File: src/serdes_cfg_pkg.sv
package serdes_cfg_pkg;

	// ------------------------------
	// word framing
	// ------------------------------

	localparam int DEFAULT_BIT_DEPTH = 8; // bit clocks per word, msb goes out first

	// ------------------------------
	// lane count
	// ------------------------------

	localparam int DEFAULT_LANES = 4; // parallel output serializers

	// ------------------------------
	// lock detection
	// ------------------------------

	localparam int DEFAULT_LOCK_WORDS = 4; // complete word periods before locked
	localparam int LOCK_COUNT_WIDTH   = 8; // wide enough for any sane lock length

	// the pll that used to provide the lock indication is gone, so lock is
	// now just a count of strobes seen since reset

endpackage

File: src/serdes_types_pkg.sv
package serdes_types_pkg;

	import serdes_cfg_pkg::*;

	// ------------------------------
	// lock counter
	// ------------------------------

	typedef logic [LOCK_COUNT_WIDTH-1:0] lock_count_t; // counts word strobes

	// ------------------------------
	// lock state machine
	// ------------------------------

	typedef enum logic [1:0] {
		LOCK_IDLE  = 2'd0, // out of reset, no strobe seen yet
		LOCK_COUNT = 2'd1, // counting strobes
		LOCK_DONE  = 2'd2  // locked, held until reset
	} lock_state_e;

	// LOCK_DONE is terminal, only rst_n leaves it

endpackage

File: src/word_strobe_gen.sv
`timescale 1ns/1ps

module word_strobe_gen import serdes_cfg_pkg::*, serdes_types_pkg::*; #(
	parameter int BIT_DEPTH  = DEFAULT_BIT_DEPTH,  // bit clocks per word
	parameter int LOCK_WORDS = DEFAULT_LOCK_WORDS  // strobes before locked
) (
	input  logic clock,       // bit-rate clock
	input  logic rst_n,       // sync, active low
	output logic word_strobe, // one cycle high per word period
	output logic locked       // level, stays high until reset
);

	localparam int CNT_W = (BIT_DEPTH > 1) ? $clog2(BIT_DEPTH) : 1;
	localparam logic [CNT_W-1:0] LAST_BIT  = CNT_W'(BIT_DEPTH - 1); // strobe position
	localparam lock_count_t      LAST_WORD = lock_count_t'(LOCK_WORDS - 1);

	logic [CNT_W-1:0] bit_count; // position inside the current word

	lock_state_e lock_state;
	lock_state_e lock_state_next;
	lock_count_t lock_count;      // strobes seen so far
	lock_count_t lock_count_next;

	// ------------------------------
	// bit counter and strobe
	// ------------------------------

	// stands in for the divided word clock and the serdes strobe
	always_ff @(posedge clock) begin
		if (!rst_n) begin
			bit_count <= '0;
		end else if (bit_count == LAST_BIT) begin
			bit_count <= '0; // wrap at end of word
		end else begin
			bit_count <= bit_count + 1'b1;
		end
	end

	assign word_strobe = (bit_count == LAST_BIT); // last bit slot of the word

	// ------------------------------
	// lock state machine
	// ------------------------------

	always_comb begin
		lock_state_next = lock_state; // hold by default
		lock_count_next = lock_count;
		case (lock_state)
			LOCK_IDLE: begin
				if (word_strobe) begin
					lock_count_next = lock_count_t'(1); // first strobe counts
					if (LAST_WORD == '0) begin
						lock_state_next = LOCK_DONE; // single word is enough
					end else begin
						lock_state_next = LOCK_COUNT;
					end
				end
			end
			LOCK_COUNT: begin
				if (word_strobe) begin
					lock_count_next = lock_count + 1'b1;
					if (lock_count == LAST_WORD) begin
						lock_state_next = LOCK_DONE; // this strobe completes the run
					end
				end
			end
			LOCK_DONE: begin
				lock_state_next = LOCK_DONE; // sticky
			end
			default: begin
				lock_state_next = LOCK_IDLE; // unused encoding, restart
				lock_count_next = '0;
			end
		endcase
	end

	always_ff @(posedge clock) begin
		if (!rst_n) begin
			lock_state <= LOCK_IDLE;
			lock_count <= '0;
		end else begin
			lock_state <= lock_state_next;
			lock_count <= lock_count_next;
		end
	end

	assign locked = (lock_state == LOCK_DONE); // rises at the edge ending the last strobe

endmodule

File: src/oserdes_lane.sv
`timescale 1ns/1ps

module oserdes_lane import serdes_cfg_pkg::*; #(
	parameter int BIT_DEPTH = DEFAULT_BIT_DEPTH // bits per word
) (
	input  logic                 clock,       // bit-rate clock
	input  logic                 rst_n,       // sync, active low
	input  logic                 word_strobe, // load a new word at this edge
	input  logic [BIT_DEPTH-1:0] word_in,     // only sampled on the strobe
	output logic                 serial_out   // msb first
);

	logic [BIT_DEPTH-1:0] shift_reg;  // word in flight, next bit at the top
	logic [BIT_DEPTH-1:0] shift_next; // value after this edge

	// ------------------------------
	// load or shift
	// ------------------------------

	// one register replaces the master/slave primitive pair, the word is
	// simply loaded whole and walked toward the msb
	always_comb begin
		if (word_strobe) begin
			shift_next = word_in; // back to back words, no gap
		end else begin
			shift_next = shift_reg << 1; // zero fill, drained bits drop off the top
		end
	end

	always_ff @(posedge clock) begin
		if (!rst_n) begin
			shift_reg <= '0; // keeps the line quiet until the first strobe
		end else begin
			shift_reg <= shift_next;
		end
	end

	// ------------------------------
	// output register
	// ------------------------------

	// msb shows right after the load edge, then one lower bit per edge
	always_ff @(posedge clock) begin
		if (!rst_n) begin
			serial_out <= 1'b0;
		end else begin
			serial_out <= shift_next[BIT_DEPTH-1]; // registered top bit
		end
	end

endmodule

File: src/iserdes_lane.sv
`timescale 1ns/1ps

module iserdes_lane import serdes_cfg_pkg::*; #(
	parameter int BIT_DEPTH = DEFAULT_BIT_DEPTH // bits per word
) (
	input  logic                 clock,       // bit-rate clock
	input  logic                 rst_n,       // sync, active low
	input  logic                 word_strobe, // capture the word at this edge
	input  logic                 data_in,     // serial input, sampled every edge
	output logic [BIT_DEPTH-1:0] rx_word,     // earliest sample in the msb
	output logic                 rx_valid     // one cycle after each capture
);

	logic [BIT_DEPTH-2:0] sample_reg;  // last BIT_DEPTH-1 serial samples
	logic [BIT_DEPTH-1:0] sample_next; // history including this edge

	// ------------------------------
	// serial sampling
	// ------------------------------

	// newest bit enters at the lsb, so after a full word the first bit
	// received sits at the msb
	assign sample_next = {sample_reg, data_in};

	always_ff @(posedge clock) begin
		sample_reg <= sample_next[BIT_DEPTH-2:0]; // one new bit per edge
	end

	// ------------------------------
	// word capture
	// ------------------------------

	// capture includes the sample taken at the strobe edge itself
	always_ff @(posedge clock) begin
		if (!rst_n) begin
			rx_word <= '0;
		end else if (word_strobe) begin
			rx_word <= sample_next; // held until the next strobe
		end
	end

	always_ff @(posedge clock) begin
		if (!rst_n) begin
			rx_valid <= 1'b0;
		end else begin
			rx_valid <= word_strobe; // pulse, no handshake
		end
	end

	// with a lane looped back, the word loaded at one strobe lands here
	// at the following strobe, BIT_DEPTH edges later

endmodule

File: src/ocyrus_top.sv
`timescale 1ns/1ps

module ocyrus_top import serdes_cfg_pkg::*; #(
	parameter int BIT_DEPTH  = DEFAULT_BIT_DEPTH,  // bit clocks per word
	parameter int LANES      = DEFAULT_LANES,      // output serializers
	parameter int LOCK_WORDS = DEFAULT_LOCK_WORDS  // strobes before locked
) (
	input  logic                       clock,       // bit-rate clock
	input  logic                       rst_n,       // sync, active low
	input  logic [LANES*BIT_DEPTH-1:0] word_in,     // lane 0 in the low bits
	input  logic                       data_in,     // serial input to the deserializer
	output logic [LANES-1:0]           serial_out,  // one bit per lane
	output logic                       word_strobe, // word-rate pulse
	output logic                       locked,      // strobe running long enough
	output logic [BIT_DEPTH-1:0]       rx_word,     // deserialized word
	output logic                       rx_valid     // rx_word just updated
);

	// ------------------------------
	// strobe and lock
	// ------------------------------

	// single generator shared by every lane, so all lanes frame their
	// words on the same bit slot
	word_strobe_gen #(
		.BIT_DEPTH  (BIT_DEPTH),
		.LOCK_WORDS (LOCK_WORDS)
	) u_word_strobe_gen (
		.clock       (clock),
		.rst_n       (rst_n),
		.word_strobe (word_strobe), // also goes straight out
		.locked      (locked)
	);

	// ------------------------------
	// output serializers
	// ------------------------------

	// the quad, double and single variants all collapse into this loop
	for (genvar i = 0; i < LANES; i++) begin : g_lane
		oserdes_lane #(
			.BIT_DEPTH (BIT_DEPTH)
		) u_oserdes_lane (
			.clock       (clock),
			.rst_n       (rst_n),
			.word_strobe (word_strobe),
			.word_in     (word_in[i*BIT_DEPTH +: BIT_DEPTH]), // this lane's slice
			.serial_out  (serial_out[i])
		);
	end

	// ------------------------------
	// input deserializer
	// ------------------------------

	// one receive lane, framed by the same strobe as the transmitters
	iserdes_lane #(
		.BIT_DEPTH (BIT_DEPTH)
	) u_iserdes_lane (
		.clock       (clock),
		.rst_n       (rst_n),
		.word_strobe (word_strobe),
		.data_in     (data_in),
		.rx_word     (rx_word),
		.rx_valid    (rx_valid)
	);

endmodule

File: config.mk
export PLATFORM = sky130hd
export DESIGN_NAME = ocyrus_top
export DESIGN_NICKNAME = d
export VERILOG_FILES = /design/src/serdes_cfg_pkg.sv /design/src/serdes_types_pkg.sv /design/src/word_strobe_gen.sv /design/src/oserdes_lane.sv /design/src/iserdes_lane.sv /design/src/ocyrus_top.sv
export SDC_FILE = /design/constraint.sdc
export NUM_CORES = 1
export LEC_CHECK = 0
export ABC_AREA = 1
export BUFFER_PORTS_ARGS = -buffer_cell sky130_fd_sc_hd__buf_4
export CELL_PAD_IN_SITES_DETAIL_PLACEMENT = 1
export CELL_PAD_IN_SITES_GLOBAL_PLACEMENT = 1
export CORE_MARGIN = 1.5
export CORE_UTILIZATION = 38
export DETAILED_ROUTE_END_ITERATION = 8
export PLACE_DENSITY = 0.75
export SETUP_SLACK_MARGIN = 0.4
export SLEW_MARGIN = 30
export SYNTH_ARGS = -nofsm -noshare
export SYNTH_HDL_FRONTEND = slang
export SYNTH_HIERARCHICAL = 1
export SYNTH_SLANG_ARGS = --single-unit
File: constraint.sdc
create_clock -name clock -period 2.7 [get_ports clock]
set_clock_uncertainty 0.2 [all_clocks]
set_input_delay 0.135 -clock clock [delete_from_list [all_inputs] [get_ports clock]]
set_output_delay 0.135 -clock clock [all_outputs]
set_load 0.05 [all_outputs]
==> results.json, run 1 <==
{
  "areaGrowthSynthToFinish_pct": 35.4,
  "crit_top_cell": "buf_4",
  "cellPowerDensity_nw_per_um2": 579,
  "holdWs_ns": 0.0693,
  "synth_flop_cell": "dfxtp_1",
  "htree_levels": 3,
  "nFillCells": 839,
  "min_path_cells": 3,
  "cts-root-buf": "clkbuf_8",
  "route.vias.total": 2328,
  "synth.cell_area_um2": 2530,
  "synth_edf_count": 0,
  "clock_latency_ns": 0.32,
  "dieArea_um2": 7150,
  "grt.busiest_layer": "met2",
  "fp.dieH_um": 84.6,
  "met1_usage_pct": 20.1,
  "core_area_um2": 6390,
  "port_buffers": 49,
  "ant_nets": 0,
  "synth_nets": 401,
  "drive_above_1_share_pct": 18.6,
  "met2_usage_pct": 32.8,
  "dr.pass1.iters": 4,
  "seq_area_um2": 1220,
  "cts_hold_buf": 33,
  "p_int_mw": 1.47,
  "final.setup.worst_slack_ns": 0.557,
  "criticalPathCategory": "flip-flop to primary output",
  "power_mw": 1.98,
  "cp.arrival_ns": 1.81,
  "cp.required_ns": 2.37,
  "synthAdderAreaFrac_pct": 2.97,
  "postSynthCellCount": 360,
  "grt_start_max_net_pins": 54,
  "drv_cap": 0,
  "muxShareOfSynthArea_pct": 0,
  "num_rows": 29,
  "clk_pin_slew_worst_paths_ns": 0.07,
  "routedWlPerCell_um": 11.4,
  "synth_commonest_cells": "nand2_1 (96), nor2_1 (95), dfxtp_1 (61), inv_1 (54), buf_6 (7)",
  "ys_top_cells_by_area": "dfxtp_1 (48%), nand2_1 (14%), nor2_1 (14%)",
  "outcome": "finished, final reports clean",
  "rsz0062_at_grt": "false",
  "drc_errors": 0,
  "slew_viol_final": 0,
  "ys_ff_latch": 61,
  "synth_compound_area_share_pct": 1.58,
  "reg2reg_depth": 9,
  "post_cts_buffers": 0,
  "instances_no_fill": 524,
  "initial_utilization_pct": 39.6,
  "dp_hpwl_um": 3670,
  "dpl.cell_count": 475,
  "drt-total-wl_um": 5960,
  "critPathLaunchType": "flip-flop",
  "ys_types": 22,
  "grt_overflow": 0,
  "ir_worst_vdd_mv": 0.334,
  "grt_pass1_vias": 2438,
  "min_period_over_period_pct": 79.4,
  "drt-initial-drc-count": 48,
  "dpl_cell_area_um2": 2900,
  "synth_top_area_share_pct": 48.3,
  "pwr-share-clk_pct": 38.8,
  "dp_slack_ns": 0.887,
  "slowest_delay_ns": 0.45,
  "postLayoutCellArea_um2": 3420,
  "post_cts_resized": 0,
  "cts-buffers-inserted": 9,
  "multi_input_area_um2": 988,
  "post-synth-top-count-cell": "nand2_1",
  "ys_warn_count": 6,
  "max_freq_mhz": 467,
  "final_util_pct": 53.6,
  "finalSetupTns_ns": 0,
  "leakagePower_nw": 1.69,
  "cts_sinks": 61,
  "setup.worst_path.end_class": "primary output",
  "synthSimpleGateAreaFrac_pct": 34.1,
  "cts_tree": "yes",
  "power.net_switching_uw": 510,
  "via_per_inst": 4.44,
  "synth_area_leader_cell": "dfxtp_1",
  "ios": 50,
  "ys_seq_area_share_pct": 48.3,
  "hp-class": "primary input to flip-flop",
  "n_antenna_cell": 0,
  "seqPwrFrac_pct": 47.6,
  "nets": 483,
  "path_cells": "ha_1 > ha_2 > buf_4 > buf_4",
  "gp_congestion": 0.791,
  "grt_usage_pct": 18.3,
  "worst-path-max-fanout": 53,
  "use_met3_pct": 6.10,
  "grt_pass1_wl_um": 10500,
  "syn_avg_cell_area_um2": 7.02,
  "async_flop_share_pct": 0,
  "die_w_um": 84.6,
  "antenna_found_initial": 0,
  "setup_viol": 0,
  "switching_share_pct": 25.7,
  "cpMaxStageDelayCell": "buf_4",
  "synth-xor-area-share_pct": 0.347,
  "largest_reg_flops": 28,
  "comb_power_share_pct": 13.6,
  "hold_viol": 0,
  "worstMarginPinSlew_ns": 0.487,
  "synth_top_family_by_area": "simple AND/OR/NAND/NOR gates",
  "period_minus_slack_ns": 2.14,
  "max_slew_margin_pct": 67.6,
  "clockBufferDepth": 2
}
cell families (layout without fill, tap and decap cells):
logic type	after synthesis	count (layout)
DFF	61	61
and+or+nand+nor	214	214
AOI/OAI and AO/OA	8	8
buffers and inverters	70	157
adders and majority gates	6	6
xor gates and xnor gates	1	1
cells in the final DEF (no fill, tap or decap):
cell	n
nand2_1	96
nor2_1	95
dfxtp_1	61
inv_1	54
buf_4	51
dlygate4sd3_1	33
clkbuf_8	9
a21oi_1	6
nor2_2	5
nand2_2	5
ha_1	5
clkinv_2	4
and3_1	4
nand3_1	4
inv_2	3
nand4_1	2
clkinv_4	1
bufinv_16	1
clkinvlp_4	1
o21ai_0	1
nand3_2	1
o21ai_1	1
xor2_1	1
nor3_2	1
nor3_1	1
ha_2	1
per-layer routing:
metal / wire length [µm] / up-vias
li1: - / 1210
met1: 2580 / 1071
met2: 3090 / 37
met3: 198 / 10
met4: 91 / 0
met5: 0 / -
worst max-delay path, delay by kind of cell (launching register included):
kind	cells	cell delay, ns
buffers and inverters	2	0.75
DFF	1	0.34
adders and majority gates	2	0.40
area by class of cell:
| cell class | instances | area share, % |
|---|---|---|
| inverter | 57 | 6.25 |
| multi-input combinational | 229 | 28.9 |
| sequential | 61 | 35.7 |
| timing repair buffer | 84 | 20.8 |
| tap | 77 | 2.81 |
| clock buffer | 9 | 3.62 |
| clock inverter | 7 | 1.94 |
final timing paths:
path	from	endpoint	slack (ns)
min	rst_n	u_word_strobe_gen/lock_state[1]$_SDFFE_PN0P_	0.07
max reg2reg	u_word_strobe_gen/bit_count[0]$_SDFF_PP0_	u_word_strobe_gen/lock_count[5]$_SDFFE_PN0P_	0.94
min reg2reg	u_iserdes_lane/sample_reg[5]$_DFF_P_	u_iserdes_lane/sample_reg[6]$_DFF_P_	0.15
max	u_word_strobe_gen/bit_count[0]$_SDFF_PP0_	word_strobe	0.56
power groups by stage:
stage          sequential [mW]  clock (mW)  combinational, mW
5_1_grt                  0.947       0.847              0.306
3_3_place_gp             0.963           0              0.221
2_1_floorplan            0.965           0              0.152
4_1_cts                  0.944       0.800              0.272
3_5_place_dp             0.965           0              0.229
6_report                 0.944       0.769              0.270
No activity file was read; power rests on OpenSTA's default activity.
==> inputs of run 2 (changes only) <==
- CORE_UTILIZATION: 38 -> 35
- PLACE_DENSITY: 0.75 -> 0.72
- clock period: 2.7 -> 1.9 ns (I/O delays scaled with it)
==> results.json, run 2 (synthesis results as in run 1) <==
{
  "outcome": "finished, final reports clean",
  "clk_pin_slew_worst_paths_ns": 0.07,
  "max_slew_margin_pct": 70.2,
  "final_cell_mix": "nor2_1 (74), nand2_1 (67), dfxtp_1 (57), inv_1 (51), buf_4 (51)",
  "postLayoutCellArea_um2": 4210,
  "worst-path-max-fanout": 15,
  "dpl_cell_area_um2": 2970,
  "hold_viol": 0,
  "gp_congestion": 0.772,
  "cts_tree": "yes",
  "max_freq_mhz": 575,
  "antenna_found_initial": 0,
  "grt_start_max_net_pins": 32,
  "drc_errors": 0,
  "power.net_switching_uw": 935,
  "leakagePower_nw": 2.05,
  "p_int_mw": 2.57,
  "pwr-share-clk_pct": 45.1,
  "final_util_pct": 61.3,
  "drive_above_1_share_pct": 35.8,
  "grt_overflow": 0,
  "rsz0062_at_grt": "true",
  "worstMarginPinSlew_ns": 0.447,
  "areaGrowthSynthToFinish_pct": 66.5,
  "min_period_over_period_pct": 91.5,
  "initial_utilization_pct": 36.8,
  "core_area_um2": 6870,
  "routedWlPerCell_um": 17.6,
  "hp-class": "flip-flop to flip-flop",
  "layout_commonest_cell": "nor2_1",
  "holdWs_ns": 0.155,
  "largest_reg_flops": 28,
  "drv_cap": 0,
  "dp_hpwl_um": 3760,
  "setup.worst_path.end_class": "flip-flop",
  "cts_sinks": 61,
  "clock_latency_ns": 0.35,
  "ios": 50,
  "ant_nets": 0,
  "nFillCells": 830,
  "criticalPathCategory": "flip-flop to flip-flop",
  "comb_power_share_pct": 16.1,
  "drt-total-wl_um": 9870,
  "htree_levels": 3,
  "power_mw": 3.50,
  "switching_share_pct": 26.7,
  "ir_worst_vdd_mv": 0.946,
  "dr.pass1.iters": 4,
  "grt_pass1_wl_um": 11900,
  "setup_viol": 0,
  "period_minus_slack_ns": 1.74,
  "cellPowerDensity_nw_per_um2": 832,
  "grt_usage_pct": 20.4,
  "slew_viol_final": 0,
  "cts-buffers-inserted": 9,
  "critPathLaunchType": "flip-flop",
  "dieArea_um2": 7740,
  "cp.required_ns": 1.97,
  "cp.arrival_ns": 1.81,
  "nets": 502,
  "cts-root-buf": "clkbuf_8",
  "fp.dieH_um": 88.0,
  "seqPwrFrac_pct": 38.8,
  "finalSetupTns_ns": 0,
  "clockBufferDepth": 2,
  "route.vias.total": 2654,
  "via_per_inst": 4.72,
  "num_rows": 30,
  "port_buffers": 49,
  "grt_pass1_vias": 2706,
  "drt-initial-drc-count": 83,
  "die_w_um": 88.0,
  "n_antenna_cell": 0
}
## run 2: cell count changes in the layout (fill, tap and decap cells not counted), sizes merged
cell and change:
dlygate4sd3 +1, buf +15, clkinv -3, clkbuf +3, bufinv +3
## run 2: layout make-up
class                      instances  area (µm²)  area share (%)
clock inverter                     7         138            3.27
inverter                          57         216            5.14
sequential                        61        1230            29.1
clock buffer                       9         124            2.94
multi-input combinational        229        1310            31.2
timing repair buffer             103        1070            25.5
tap                               96         120            2.85
## run 2: path summary, 6_finish.rpt
path              cells after the start  slack, ns                                                to                                 startpoint
setup reg to reg                      8       0.16  g_lane[0].u_oserdes_lane/shift_reg[6]$_SDFF_PN0_  u_word_strobe_gen/bit_count[0]$_SDFF_PP0_
hold / removal                        0       0.16              u_iserdes_lane/sample_reg[4]$_DFF_P_       u_iserdes_lane/sample_reg[3]$_DFF_P_
hold reg to reg                       0       0.16              u_iserdes_lane/sample_reg[4]$_DFF_P_       u_iserdes_lane/sample_reg[3]$_DFF_P_
setup / recovery                      8       0.16  g_lane[0].u_oserdes_lane/shift_reg[6]$_SDFF_PN0_  u_word_strobe_gen/bit_count[0]$_SDFF_PP0_
## run 2: power groups by stage
stage                     clock network, mW  registers [mW]  logic, mW
after floorplan                           0            1.38      0.218
after global placement                    0            1.37      0.322
after detailed placement                  0            1.37      0.331
after CTS                              1.55            1.35      0.412
after global routing                   1.66            1.36      0.598
final                                  1.58            1.36      0.563
## run 2: repair_timing
item | in CTS | in global routing
endpoints found under the hold margin | 40 | 0
hold buffers | 34 | 0
gates cloned | 2 | 4
setup buffers | 6 | 5
setup endpoints to repair | 14 | 49
gates resized for setup | 11 | 93
pin swaps | 2 | 41
## run 2: worst max-delay path, cell delays in order, from the launching register on
cell and delay [ns]:
dfxtp_2 0.34, ha_4 0.16, ha_4 0.18, buf_12 0.13, buf_16 0.12, buf_4 0.19, nand2_1 0.09, nand2_1 0.07
nor2_1 0.16
## run 2: layer usage
| metal | track usage (%) | share of wire, % |
|---|---|---|
| met3 | 5.28 | 4.4 |
| met1 | 21.7 | 40 |
| met4 | 9.24 | 1.2 |
| met5 | 0 | 0 |
| met2 | 37.5 | 54 |
## run 2: through the flow
stage | instances | setup WS [ns]
3_5_place_dp | 495 | 0.165
3_3_place_gp | 495 | 0.247
6_report | 562 | 0.161
4_1_cts | 553 | 0.297
5_1_grt | 562 | 0.102
2_1_floorplan | 360 | 0.210
